===== config.mk =====
export PLATFORM = sky130hd
export DESIGN_NAME = operand_select_flat
export DESIGN_NICKNAME = d
export VERILOG_FILES = /design/src/design/vmul_arith_pkg.sv /design/src/design/mul_lane_if.sv /design/src/design/operand_select.sv /design/src/flat_wrapper.sv
export SDC_FILE = /design/constraint.sdc
export NUM_CORES = 1
export LEC_CHECK = 0
export BUFFER_PORTS_ARGS = -buffer_cell sky130_fd_sc_hd__buf_2
export CAP_MARGIN = 10
export CORE_UTILIZATION = 30
export CTS_BUF_LIST = sky130_fd_sc_hd__clkbuf_8
export DETAILED_ROUTE_END_ITERATION = 16
export PLACE_DENSITY = 0.65
export SLEW_MARGIN = 10
export SYNTH_ARGS = -nofsm -noshare
export SYNTH_HDL_FRONTEND = slang
export SYNTH_SLANG_ARGS = --single-unit

===== constraint.sdc =====
create_clock -name clk -period 1.7 [get_ports clk]
set_input_delay 0 -clock clk [delete_from_list [all_inputs] [get_ports clk]]
set_output_delay 0 -clock clk [all_outputs]
set_load 0.005 [all_outputs]

===== src/design/vmul_arith_pkg.sv =====
package vmul_arith_pkg;

	// data path widths
	localparam int vec_w  = 64;
	localparam int addr_w = 32;

	// lane operand is a 17-bit signed value carried in 18 bits
	localparam int opnd_w = 18;
	localparam int prod_w = 34;
	localparam int wide_w = 67;

	localparam int num_lanes = 4;

	// element width, the 64-bit code is not supported
	typedef enum logic [1:0] {
		SEW_8    = 2'b00,
		SEW_16   = 2'b01,
		SEW_32   = 2'b10,
		SEW_RSVD = 2'b11
	} sew_e;

	// low bits follow the vector multiply funct6 encoding
	typedef enum logic [1:0] {
		MUL_LO = 2'b01,
		MULH   = 2'b11,
		MULHU  = 2'b00,
		MULHSU = 2'b10
	} mul_op_e;

endpackage


===== src/design/mul_lane_if.sv =====
interface mul_lane_if
	import vmul_arith_pkg::*;
();

	// operand halves, a0/b0 low and a1/b1 high
	logic [opnd_w-1:0] a0;
	logic [opnd_w-1:0] a1;
	logic [opnd_w-1:0] b0;
	logic [opnd_w-1:0] b1;

	// short products and the 32-bit product
	logic [prod_w-1:0] p0;
	logic [prod_w-1:0] p1;
	logic [wide_w-1:0] prod;

	modport sel (output a0, a1, b0, b1);

	modport lane (input a0, a1, b0, b1, output p0, p1, prod);

	modport fmt (input p0, p1, prod);

endinterface


===== src/design/operand_select.sv =====
module operand_select
	import vmul_arith_pkg::*;
(
	input  logic             clk,
	input  logic             rst,
	input  logic [vec_w-1:0] vec0,
	input  logic [vec_w-1:0] vec1,
	input  logic             accept,
	input  sew_e             sew,
	input  mul_op_e          op,
	mul_lane_if.sel          lane0,
	mul_lane_if.sel          lane1,
	mul_lane_if.sel          lane2,
	mul_lane_if.sel          lane3
);

	logic a_signed;
	logic b_signed;
	logic [opnd_w-1:0] a_lo [num_lanes];
	logic [opnd_w-1:0] a_hi [num_lanes];
	logic [opnd_w-1:0] b_lo [num_lanes];
	logic [opnd_w-1:0] b_hi [num_lanes];
	logic [4*opnd_w-1:0] opnd_q [num_lanes];

	function automatic logic [opnd_w-1:0] ext8(input logic [7:0] v, input logic s);
		return {{(opnd_w-8){s & v[7]}}, v};
	endfunction

	function automatic logic [opnd_w-1:0] ext16(input logic [15:0] v, input logic s);
		return {{(opnd_w-16){s & v[15]}}, v};
	endfunction

	// low half of the product is the same for either extension
	assign a_signed = (op != MULHU);
	assign b_signed = (op == MULH) || (op == MUL_LO);

	always_comb begin
		for (int i = 0; i < num_lanes; i++) begin
			a_lo[i] = '0;
			a_hi[i] = '0;
			b_lo[i] = '0;
			b_hi[i] = '0;
		end
		case (sew)
			SEW_8: begin
				// two byte elements per lane
				for (int i = 0; i < num_lanes; i++) begin
					a_lo[i] = ext8(vec0[16*i +: 8], a_signed);
					a_hi[i] = ext8(vec0[16*i+8 +: 8], a_signed);
					b_lo[i] = ext8(vec1[16*i +: 8], b_signed);
					b_hi[i] = ext8(vec1[16*i+8 +: 8], b_signed);
				end
			end
			SEW_16: begin
				for (int i = 0; i < num_lanes; i++) begin
					a_lo[i] = ext16(vec0[16*i +: 16], a_signed);
					b_lo[i] = ext16(vec1[16*i +: 16], b_signed);
				end
			end
			SEW_32: begin
				// halves on lanes 0 and 3, low halves always unsigned
				a_lo[0] = ext16(vec0[15:0], 1'b0);
				a_hi[0] = ext16(vec0[31:16], a_signed);
				b_lo[0] = ext16(vec1[15:0], 1'b0);
				b_hi[0] = ext16(vec1[31:16], b_signed);
				a_lo[3] = ext16(vec0[47:32], 1'b0);
				a_hi[3] = ext16(vec0[63:48], a_signed);
				b_lo[3] = ext16(vec1[47:32], 1'b0);
				b_hi[3] = ext16(vec1[63:48], b_signed);
			end
			default: ;
		endcase
	end

	always_ff @(posedge clk) begin
		for (int i = 0; i < num_lanes; i++) begin
			if (rst || !accept) begin
				opnd_q[i] <= '0;
			end else begin
				opnd_q[i] <= {a_lo[i], a_hi[i], b_lo[i], b_hi[i]};
			end
		end
	end

	assign {lane0.a0, lane0.a1, lane0.b0, lane0.b1} = opnd_q[0];
	assign {lane1.a0, lane1.a1, lane1.b0, lane1.b1} = opnd_q[1];
	assign {lane2.a0, lane2.a1, lane2.b0, lane2.b1} = opnd_q[2];
	assign {lane3.a0, lane3.a1, lane3.b0, lane3.b1} = opnd_q[3];

endmodule


===== src/flat_wrapper.sv =====
// flat-port wrapper written by rule: the top's interface ports become plain ports
module operand_select_flat import vmul_arith_pkg::*;
  (clk, rst, vec0, vec1, accept, sew, op, lane0_a0, lane0_a1, lane0_b0, lane0_b1, lane1_a0, lane1_a1, lane1_b0, lane1_b1, lane2_a0, lane2_a1, lane2_b0, lane2_b1, lane3_a0, lane3_a1, lane3_b0, lane3_b1);
  mul_lane_if lane0_i ();
  mul_lane_if lane1_i ();
  mul_lane_if lane2_i ();
  mul_lane_if lane3_i ();
  input  logic clk;
  input  logic rst;
  input  logic [vec_w-1:0] vec0;
  input  logic [vec_w-1:0] vec1;
  input  logic accept;
  input  sew_e sew;
  input  mul_op_e op;
  output wire logic [$bits(lane0_i.a0)-1:0] lane0_a0;
  output wire logic [$bits(lane0_i.a1)-1:0] lane0_a1;
  output wire logic [$bits(lane0_i.b0)-1:0] lane0_b0;
  output wire logic [$bits(lane0_i.b1)-1:0] lane0_b1;
  output wire logic [$bits(lane1_i.a0)-1:0] lane1_a0;
  output wire logic [$bits(lane1_i.a1)-1:0] lane1_a1;
  output wire logic [$bits(lane1_i.b0)-1:0] lane1_b0;
  output wire logic [$bits(lane1_i.b1)-1:0] lane1_b1;
  output wire logic [$bits(lane2_i.a0)-1:0] lane2_a0;
  output wire logic [$bits(lane2_i.a1)-1:0] lane2_a1;
  output wire logic [$bits(lane2_i.b0)-1:0] lane2_b0;
  output wire logic [$bits(lane2_i.b1)-1:0] lane2_b1;
  output wire logic [$bits(lane3_i.a0)-1:0] lane3_a0;
  output wire logic [$bits(lane3_i.a1)-1:0] lane3_a1;
  output wire logic [$bits(lane3_i.b0)-1:0] lane3_b0;
  output wire logic [$bits(lane3_i.b1)-1:0] lane3_b1;
  assign lane0_a0 = lane0_i.a0;
  assign lane0_a1 = lane0_i.a1;
  assign lane0_b0 = lane0_i.b0;
  assign lane0_b1 = lane0_i.b1;
  assign lane1_a0 = lane1_i.a0;
  assign lane1_a1 = lane1_i.a1;
  assign lane1_b0 = lane1_i.b0;
  assign lane1_b1 = lane1_i.b1;
  assign lane2_a0 = lane2_i.a0;
  assign lane2_a1 = lane2_i.a1;
  assign lane2_b0 = lane2_i.b0;
  assign lane2_b1 = lane2_i.b1;
  assign lane3_a0 = lane3_i.a0;
  assign lane3_a1 = lane3_i.a1;
  assign lane3_b0 = lane3_i.b0;
  assign lane3_b1 = lane3_i.b1;
  operand_select u_core (.clk(clk), .rst(rst), .vec0(vec0), .vec1(vec1), .accept(accept), .sew(sew), .op(op), .lane0(lane0_i), .lane1(lane1_i), .lane2(lane2_i), .lane3(lane3_i));
endmodule

# Word level (Yosys, flattened, before mapping)
# Memories as Yosys holds them, arrays and structs flattened.
# Cells that the tools add are included.
# W data, S select, Z words.
op_classes:
  muxes: 19
  n_bitwise: 20
  eq_ne: 4
  n_reduce_logical: 5
ops:
  columns: ["op", "count"]
  rows:
  - ["$mux W72", 4]
  - ["$pmux W18 S3", 4]
  - ["$pmux W18 S2", 4]
  - ["$pmux W36 S2", 2]
  - ["$mux W36", 2]
  - ["$and A1 B1 Y1", 16]
  - ["$eq A2 B1 Y1 const B", 2]
  - ["$eq A2 B2 Y1 const B", 2]
  - ["$or A1 B1 Y1", 4]
  - ["$mux W1", 3]
  - ["$logic_not A2 Y1", 1]
  - ["$logic_or A1 B1 Y1", 2]
  - ["$reduce_bool A2 Y1", 1]
  - ["$logic_not A1 Y1", 1]
totals:
  wordCells: 49
  reg_bits: 0
  mem_bits_rw: 288
  mem_count: 1
  out_inout_bits: 288
mem_list:
  columns: ["name", "words", "word_bits", "rd", "rd_clocked_by_memory_dff", "write_ports", "line_no", "source"]
  rows:
  - ["u_core.opnd_q", 4, 72, 4, 0, 4, "operand_select.sv:23", "logic [4*opnd_w-1:0] opnd_q [num_lanes];"]

# Logic depth before layout (Yosys ltp)
# Gate-level depths: netlist (run 1).
logic_depth:
  ltp_word: 5
  mapped_depth: 6
  depth_no_buf: 3

# Worst setup path before layout (run 1)
# No wires, ideal clock.
synth_timing:
  path_kind: "input-to-reg"
  startpoint: "in sew[1]"
  endpoint: "mem u_core.opnd_q[3][18] (netlist bit)"
  stages: 6
  t_arrival_ps: 937
  required_ps: 1572
  setup_time_ps: 128
  slack_ps: 636
  cell_sequence: "buf_2 > buf_2 > nand2_1 > nand2_1 > clkbuf_1 > nor2_1"
synth_lines:
  columns: ["element", "line_no", "source"]
  rows:
  - ["from (decl)", "flat_wrapper.sv:13", "input sew_e sew;"]
  - ["to (decl)", "operand_select.sv:23", null]

==> summary.md, run 1 <==
| Metric | Value |
|---|---|
| Status | finished, final reports clean |
| Syn Nets | 916 |
| WP buf/inv | 5 |
| Initial DRT Pass Iterations | 5 |
| CP top delay family | buffers and inverters |
| Biggest regs | u_core.opnd_q (240) |
| Unrepaired setup endpoints after global routing | false |
| Critical Path Fanout Max | 16 |
| P&R area growth vs syn | 58.4% |
| Die Area | 26500 um2 |
| Arr. time, crit path | 2150 ps |
| Setup WS pre-CTS | 298 ps |
| Die width | 163 um |
| Worst Tran Pin Value | 512 ps |
| Gr usage total | 0.221 |
| Ant diodes | 0 |
| Final period util | 0.987 |
| Warnings, synthesis | 0 |
| Die Y | 163 um |
| Cts bufs inserted | 41 |
| Async SR Flop Fraction | 0 |
| Vias per cell | 4.59 |
| Worst hold slack | 230 ps |
| Largest net degree at the start of global routing | 65 |
| Detailed placement HPWL | 21400 um |
| DRC | 0 |
| Peak supply drop | 952 uV |
| Drt wl/cell | 18.4 um |
| Cell count after synthesis | 781 |
| Slew Limit Fails | 0 |
| Fmax | 596 MHz |
| Final Hold Viols | 0 |
| Initial antenna violation count | 0 |
| First-pass GRT wire length | 43800 um |
| Fill cells | 2307 |
| Row cnt | 58 |
| Worst path slowest cell | dlygate4sd3_1 |
| Vias | 7680 |
| HP Class | input port to flip-flop |
| Power per cell area | 1010 nW/um2 |
| Final setup fails | 0 |
| Layout cells sized above 1 | 0.378 |
| Worst setup SP type | input port |
| CP startpoint | sew[1] |
| Root Driver | clkbuf_8 |
| Largest reg by FF count | u_core.opnd_q |
| Drt initial violations | 493 |
| Max FFs per register | 240 |
| Worst setup EP type | flip-flop |
| Final WL | 30800 um |
| Syn Area/Cell | 9.94 um2 |
| Post-synthesis sequential area ratio | 0.619 |
| Crit path top cell by count | dlygate4sd3_1 |
| IO Count | 423 |
| Yosys reg bits | 240 |
| Leakage power | 6.34 nW |
| Routed Antenna Nets | 0 |
| Starting density of the core | 0.307 |
| Setup WS post-layout | 21.7 ps |
| Levels on crit path | 8 |
| WP data required | 2170 ps |
| Number of flops mapped to enable cells by yosys | 0 |
| Worst stage delay on the critical path | 580 ps |
| Setup TNS | 0 ps |
| Max_slew headroom | 0.657 |
| Crit path kind | input port to flip-flop |
| Post-Syn Area | 7760 um2 |
| Clock transition at path regs | 60 ps |
| PortBufs | 422 |
| Clk buf depth | 3 |
| Sink Count | 240 |
| Yosys cell types | 23 |
| Vias in the first global route | 7618 |
| Setup crit end | u_core.opnd_q[0][62]$_SDFF_PP0_ |
| GRT overflow | 0 |
| Crit path time final | 1680 ps |
| Final Net Count | 1450 |
| H-tree levels | 2 |
| GPL Wtd Cong | 0.858 |
| Prevailing post-synth register cell | dfxtp_1 |
| CTS tree | yes |
| Core area | 25300 um2 |
| Max Cap Viol | 0 |
| Critical Path, Cell by Cell | dlygate4sd3_1 -> buf_4 -> buf_8 -> xor2_1 -> buf_6 -> nand2_1 -> a21oi_1 -> dlygate4sd3_1 |
placed cells by master, fill, tap and decap left out:
master and n:
buf_2 421, a211oi_1 1, nor2b_1 16, nand2_2 1, dlygate4sd3_1 149, nand2_1 90, nand3_2 1, nor2_1 50
mux2i_1 32, nand2b_1 3, a22oi_1 15, and3_1 52, a31oi_1 1, bufinv_16 3, clkinvlp_4 1, buf_4 15
nor2_2 1, xor2_1 1, nor2b_4 3, and2_1 34, nor4b_1 1, or2_4 1, clkinv_2 3, buf_12 2
nand3_1 13, nor3_1 1, inv_1 17, nor2_4 1, buf_8 1, nor4_1 1, a21oi_1 119, nor3b_2 1
dfxtp_1 240, clkbuf_8 48, nand2b_2 1, buf_6 4
metal layers:
metal / wire length (um) / vias to the layer above / part of all wire / track usage
li1: - / 3613 / - / -
met1: 12500 / 3585 / 0.41 / 0.261
met2: 14900 / 409 / 0.48 / 0.378
met3: 2230 / 73 / 0.073 / 0.0512
met4: 1100 / 0 / 0.036 / 0.0994
met5: 0 / - / 0 / 0
layout make-up:
cell class / instances / area (um2) / area share
Multi-Input combinational cell: 440 / 2420 / 0.197
Tap cell: 330 / 413 / 0.0336
Sequential cell: 240 / 4800 / 0.391
Clock buffer: 48 / 661 / 0.0538
Clock inverter: 24 / 176 / 0.0144
Timing Repair Buffer: 592 / 3810 / 0.310
Yosys cell counts, types with 4 or more instances:
library cell  number  area share
dfxtp_1          240        0.62
a21oi_1          119       0.077
nand2_1           91       0.044
and3_1            52       0.042
nor2_1            52       0.025
buf_4             48       0.046
and2_1            34       0.027
mux2i_1           32       0.041
clkbuf_1          30       0.015
nor2b_1           19       0.015
a22oi_1           15       0.015
buf_2             14      0.0090
nand3_1           14      0.0090
buf_1              9      0.0044
nand2b_1           4      0.0032
where the power goes:
group / internal (mW) / switching [mW]
sequential: 5.76 / 0.0392
combinational: 0.623 / 0.641
clock: 3.01 / 2.30
through the flow:
stage / cells / total power [mW] / area [um2] / utilization
6_report: 1674 / 12.4 / 12300 / 0.487
5_1_grt: 1674 / 12.9 / 12300 / 0.487
4_1_cts: 1672 / 12.5 / 12200 / 0.485
3_5_place_dp: 1451 / 6.90 / 9910 / 0.392
3_3_place_gp: 1451 / 6.89 / 9910 / 0.392
2_1_floorplan: 781 / 6.34 / 7760 / -
how the worst min path moves through the flow:
stage / start / to / depth (start not counted)
6_report: vec0[2] / u_core.opnd_q[0][56]$_SDFF_PP0_ / 3
5_1_grt: vec1[34] / u_core.opnd_q[2][20]$_SDFF_PP0_ / 3
4_1_cts: vec0[20] / u_core.opnd_q[1][58]$_SDFF_PP0_ / 3
3_5_place_dp: vec0[38] / u_core.opnd_q[2][60]$_SDFF_PP0_ / 2
3_3_place_gp: vec0[18] / u_core.opnd_q[1][56]$_SDFF_PP0_ / 2
2_1_floorplan: vec1[16] / u_core.opnd_q[1][18]$_SDFF_PP0_ / 1
kinds of logic (layout without fill, tap and decap cells):
kind of cell           after synthesis  after routing  synth area share
XOR/XNOR                             1              1           0.00113
AND/OR/NAND/NOR                    271            271             0.171
buffers and inverters              101            664            0.0743
multiplexers                        32             32            0.0413
flip-flops                         240            240             0.619
AO/OA/AOI/OAI                      136            136            0.0930
repair_timing:
item | 4_1_cts | 5_1_grt
gates resized for setup | 0 | 9
buffers inserted | 0 | 2
endpoints found under the hold margin | 240 | 0
hold buffers | 149 | 0
setup endpoints to repair | 0 | 8
Note: power is estimated with default switching activity, not from simulation.
==> inputs of run 2 (changes only) <==
--- a/config.mk
+++ b/config.mk
@@ -5,12 +5,14 @@
 export SDC_FILE = /design/constraint.sdc
 export NUM_CORES = 1
 export LEC_CHECK = 0
-export BUFFER_PORTS_ARGS = -buffer_cell sky130_fd_sc_hd__buf_2
+export ABC_AREA = 1
 export CAP_MARGIN = 10
+export CORE_ASPECT_RATIO = 1.25
 export CORE_UTILIZATION = 30
 export CTS_BUF_LIST = sky130_fd_sc_hd__clkbuf_8
 export DETAILED_ROUTE_END_ITERATION = 16
-export PLACE_DENSITY = 0.65
+export DONT_BUFFER_PORTS = 1
+export PLACE_DENSITY = 0.51
 export SLEW_MARGIN = 10
 export SYNTH_ARGS = -nofsm -noshare
 export SYNTH_HDL_FRONTEND = slang
==> summary.md, run 2 <==
| Metric | Value |
|---|---|
| Status | finished, final reports clean |
| Arr. time, crit path | 2060 ps (-90 ps) |
| Synth top area cells | dfxtp_1 (60%), nand2_1 (9.6%), a21oi_1 (8.6%) |
| Biggest regs | u_core.opnd_q (240) |
| Post-Syn Area | 8000 um2 (+3.1%) |
| Cts bufs inserted | 39 (-4.9%) |
| Slew Limit Fails | 0 (unchanged) |
| Most common cell after layout, fill and taps aside | dfxtp_1 |
| Routed Antenna Nets | 0 (unchanged) |
| Final Hold Viols | 0 (unchanged) |
| DRC | 0 (unchanged) |
| Prevailing post-synth register cell | dfxtp_1 |
| Critical Path Fanout Max | 3 (-13) |
| Register area | 4800 um2 (unchanged) |
| IO Count | 423 (unchanged) |
| Fill cells | 2608 (+13%) |
| Max FFs per register | 240 (unchanged) |
| Final WL | 28700 um (-6.8%) |
| Starting density of the core | 0.306 (-0.000791) |
| HP Class | input port to flip-flop |
| Drt initial violations | 303 (-39%) |
| Cell count after synthesis | 949 (+22%) |
| Top-count cell post-synth | dfxtp_1 |
| Top-area cell type share of the netlist area | 0.601 (-0.0184) |
| Worst Tran Pin Value | 874 ps (+362 ps) |
| Detailed placement HPWL | 18200 um (-15%) |
| Worst setup EP type | flip-flop |
| Syn Area/Cell | 8.43 um2 (-15%) |
| Setup crit end | u_core.opnd_q[3][63]$_SDFF_PP0_ |
| Largest area contributor in the netlist | dfxtp_1 |
| Post-synth top cells | dfxtp_1 (240), nand2_1 (204), a21oi_1 (137) |
| CP startpoint | vec0[57] |
| Power per cell area | 1080 nW/um2 (+7.3%) |
| GPL Wtd Cong | 0.781 (-8.9%) |
| Yosys reg bits | 240 (unchanged) |
| Die Y | 185 um (+13%) |
| Yosys cell types | 17 (-26%) |
| Gr usage total | 0.205 (-0.0155) |
| Sink Count | 240 (unchanged) |
| Unrepaired setup endpoints after global routing | false |
| Drt wl/cell | 19.4 um (+5.5%) |
| GRT overflow | 0 (unchanged) |
| Core area | 26100 um2 (+3.3%) |
| Final Net Count | 1243 (-14%) |
| Vias per cell | 4.60 (+0.33%) |
| Placed cells | 1204 (-17%) |
| Initial DRT Pass Iterations | 5 (unchanged) |
| Routed metal-1 wirelength | 10700 um (-15%) |
| Layout cells sized above 1 | 0.0819 (-0.296) |
| Post-synthesis sequential area ratio | 0.601 (-0.0184) |
| Clock transition at path regs | 60 ps (about the same) |
| P&R area growth vs syn | 35.3% |
| WP data required | 2120 ps (-50 ps) |
| CTS tree | yes |
| Area of the multi-input gates | 2260 um2 (-6.9%) |
| Final setup fails | 0 (unchanged) |
| Max_slew headroom | 0.415 (-0.242) |
| Die width | 148 um (-9.1%) |
| Final period util | 0.965 (-0.0221) |
| Clk buf depth | 3 (unchanged) |
| Crit path time final | 1640 ps (-37.6 ps) |
| Number of flops mapped to enable cells by yosys | 0 (unchanged) |
| H-tree levels | 2 (unchanged) |
| Root Driver | clkbuf_8 |
| Vias | 6803 (-11%) |
| Leakage power | 4.60 nW (-27%) |
| Largest net degree at the start of global routing | 69 (+6.2%) |
| Crit path kind | input port to flip-flop |
| Fmax | 609 MHz (+2.3%) |
| Warnings, synthesis | 0 (unchanged) |
| Syn Nets | 1084 (+18%) |
| Met3 wire len | 2260 um (+1.3%) |
| Worst setup SP type | input port |
| Initial antenna violation count | 3 (+3) |
| Largest reg by FF count | u_core.opnd_q |
| First-pass GRT wire length | 42000 um (-4.1%) |
| Commonest non-fill, non-tap cells in the layout | dfxtp_1 (240), nand2_1 (203), dlygate4sd3_1 (200) |
| Vias in the first global route | 6999 (-8.1%) |
| PortBufs | 0 (-100%) |
| Setup TNS | 0 ps (unchanged) |
| Die Area | 27300 um2 (+3.0%) |
| Post-Layout Cell Count | 1478 (-12%) |
| Met2 WL | 14800 um (-0.47%) |
| Top layer in use | met4 |
| Final Power | 11.7 mW (-5.5%) |
| Async SR Flop Fraction | 0 (unchanged) |
| Setup Fix Bufs, Post-CTS | 0 (unchanged) |
| Row cnt | 66 (+14%) |
| Max Cap Viol | 0 (unchanged) |
| Peak supply drop | 659 uV (-31%) |
## run 2: cell count changes in the layout (fill, tap and decap cells not counted), moves of 51 or more
| cell | delta |
|---|---|
| inv_1 | +80 |
| buf_2 | -421 |
| and3_1 | -52 |
| nand2_1 | +113 |
| dlygate4sd3_1 | +51 |
| nor2_1 | +67 |
## run 2: report_power, final
group | switching (mW) | internal (mW)
Clock | 2.28 | 2.60
Combinational | 0.534 | 0.441
Sequential | 0.0873 | 5.75
Total | 2.90 | 8.80
## run 2: worst min path at each step
| stage | end | depth (start not counted) | start | slack (ps) |
|---|---|---|---|---|
| finish | u_core.opnd_q[3][22]$_SDFF_PP0_ | 4 | sew[0] | 70 |
| global route | u_core.opnd_q[0][25]$_SDFF_PP0_ | 4 | sew[0] | 70 |
| CTS | u_core.opnd_q[0][22]$_SDFF_PP0_ | 4 | sew[1] | 10 |
| detailed placement | u_core.opnd_q[3][7]$_SDFF_PP0_ | 1 | sew[1] | 110 |
| global placement | u_core.opnd_q[3][7]$_SDFF_PP0_ | 1 | sew[1] | 110 |
| floorplan | u_core.opnd_q[0][18]$_SDFF_PP0_ | 2 | vec1[0] | 110 |
## run 2: worst max-delay path, cell delays in order
cell and delay, ps:
dlygate4sd3_1 620, nand3_1 130, dlygate4sd3_1 570, nand2_1 50, dlygate4sd3_1 550, nor2_1 110
nor2_1 50
## run 2: timing repair
action / 4_1_cts / 5_1_grt
resized for setup: 0 / 4
setup endpoints to repair: 0 / 8
hold buffers: 198 / 7
hold endpoints to repair: 240 / 27
## run 2: cell families (layout without fill, tap and decap cells)
kind of cell / count (synthesis) / in the layout / synth area share
buffers and inverters: 191 / 377 / 0.120
AOI/OAI and AO/OA: 139 / 139 / 0.0870
DFF: 240 / 240 / 0.601
other: 0 / 3 / 0
and+or+nand+nor: 379 / 379 / 0.193
## run 2: per-stage QoR
stage	hold slack [ps]	worst slack, ps	util	area [um2]
after CTS	13.7	74.8	0.412	10800
after floorplan	112	823	-	8000
final	73.8	59.3	0.415	10800
after global placement	113	507	0.307	8000
after global routing	67.0	8.91	0.415	10800
after detailed placement	111	479	0.307	8000
## run 2: layout make-up
class                           count  area share
Sequential cell                   240       0.444
Multi-Input combinational cell    518       0.209
Timing Repair Buffer              217       0.205
Clock buffer                       49      0.0623
Tap cell                          340      0.0393
Inverter                           92      0.0321
Clock inverter                     19     0.00844
Antenna cell                        3    0.000694
## run 2: per-layer routing
metal / vias to the layer above / track usage
met5: - / 0
met4: 0 / 0.0957
met3: 55 / 0.0636
met2: 324 / 0.373
met1: 3213 / 0.214
li1: 3211 / -
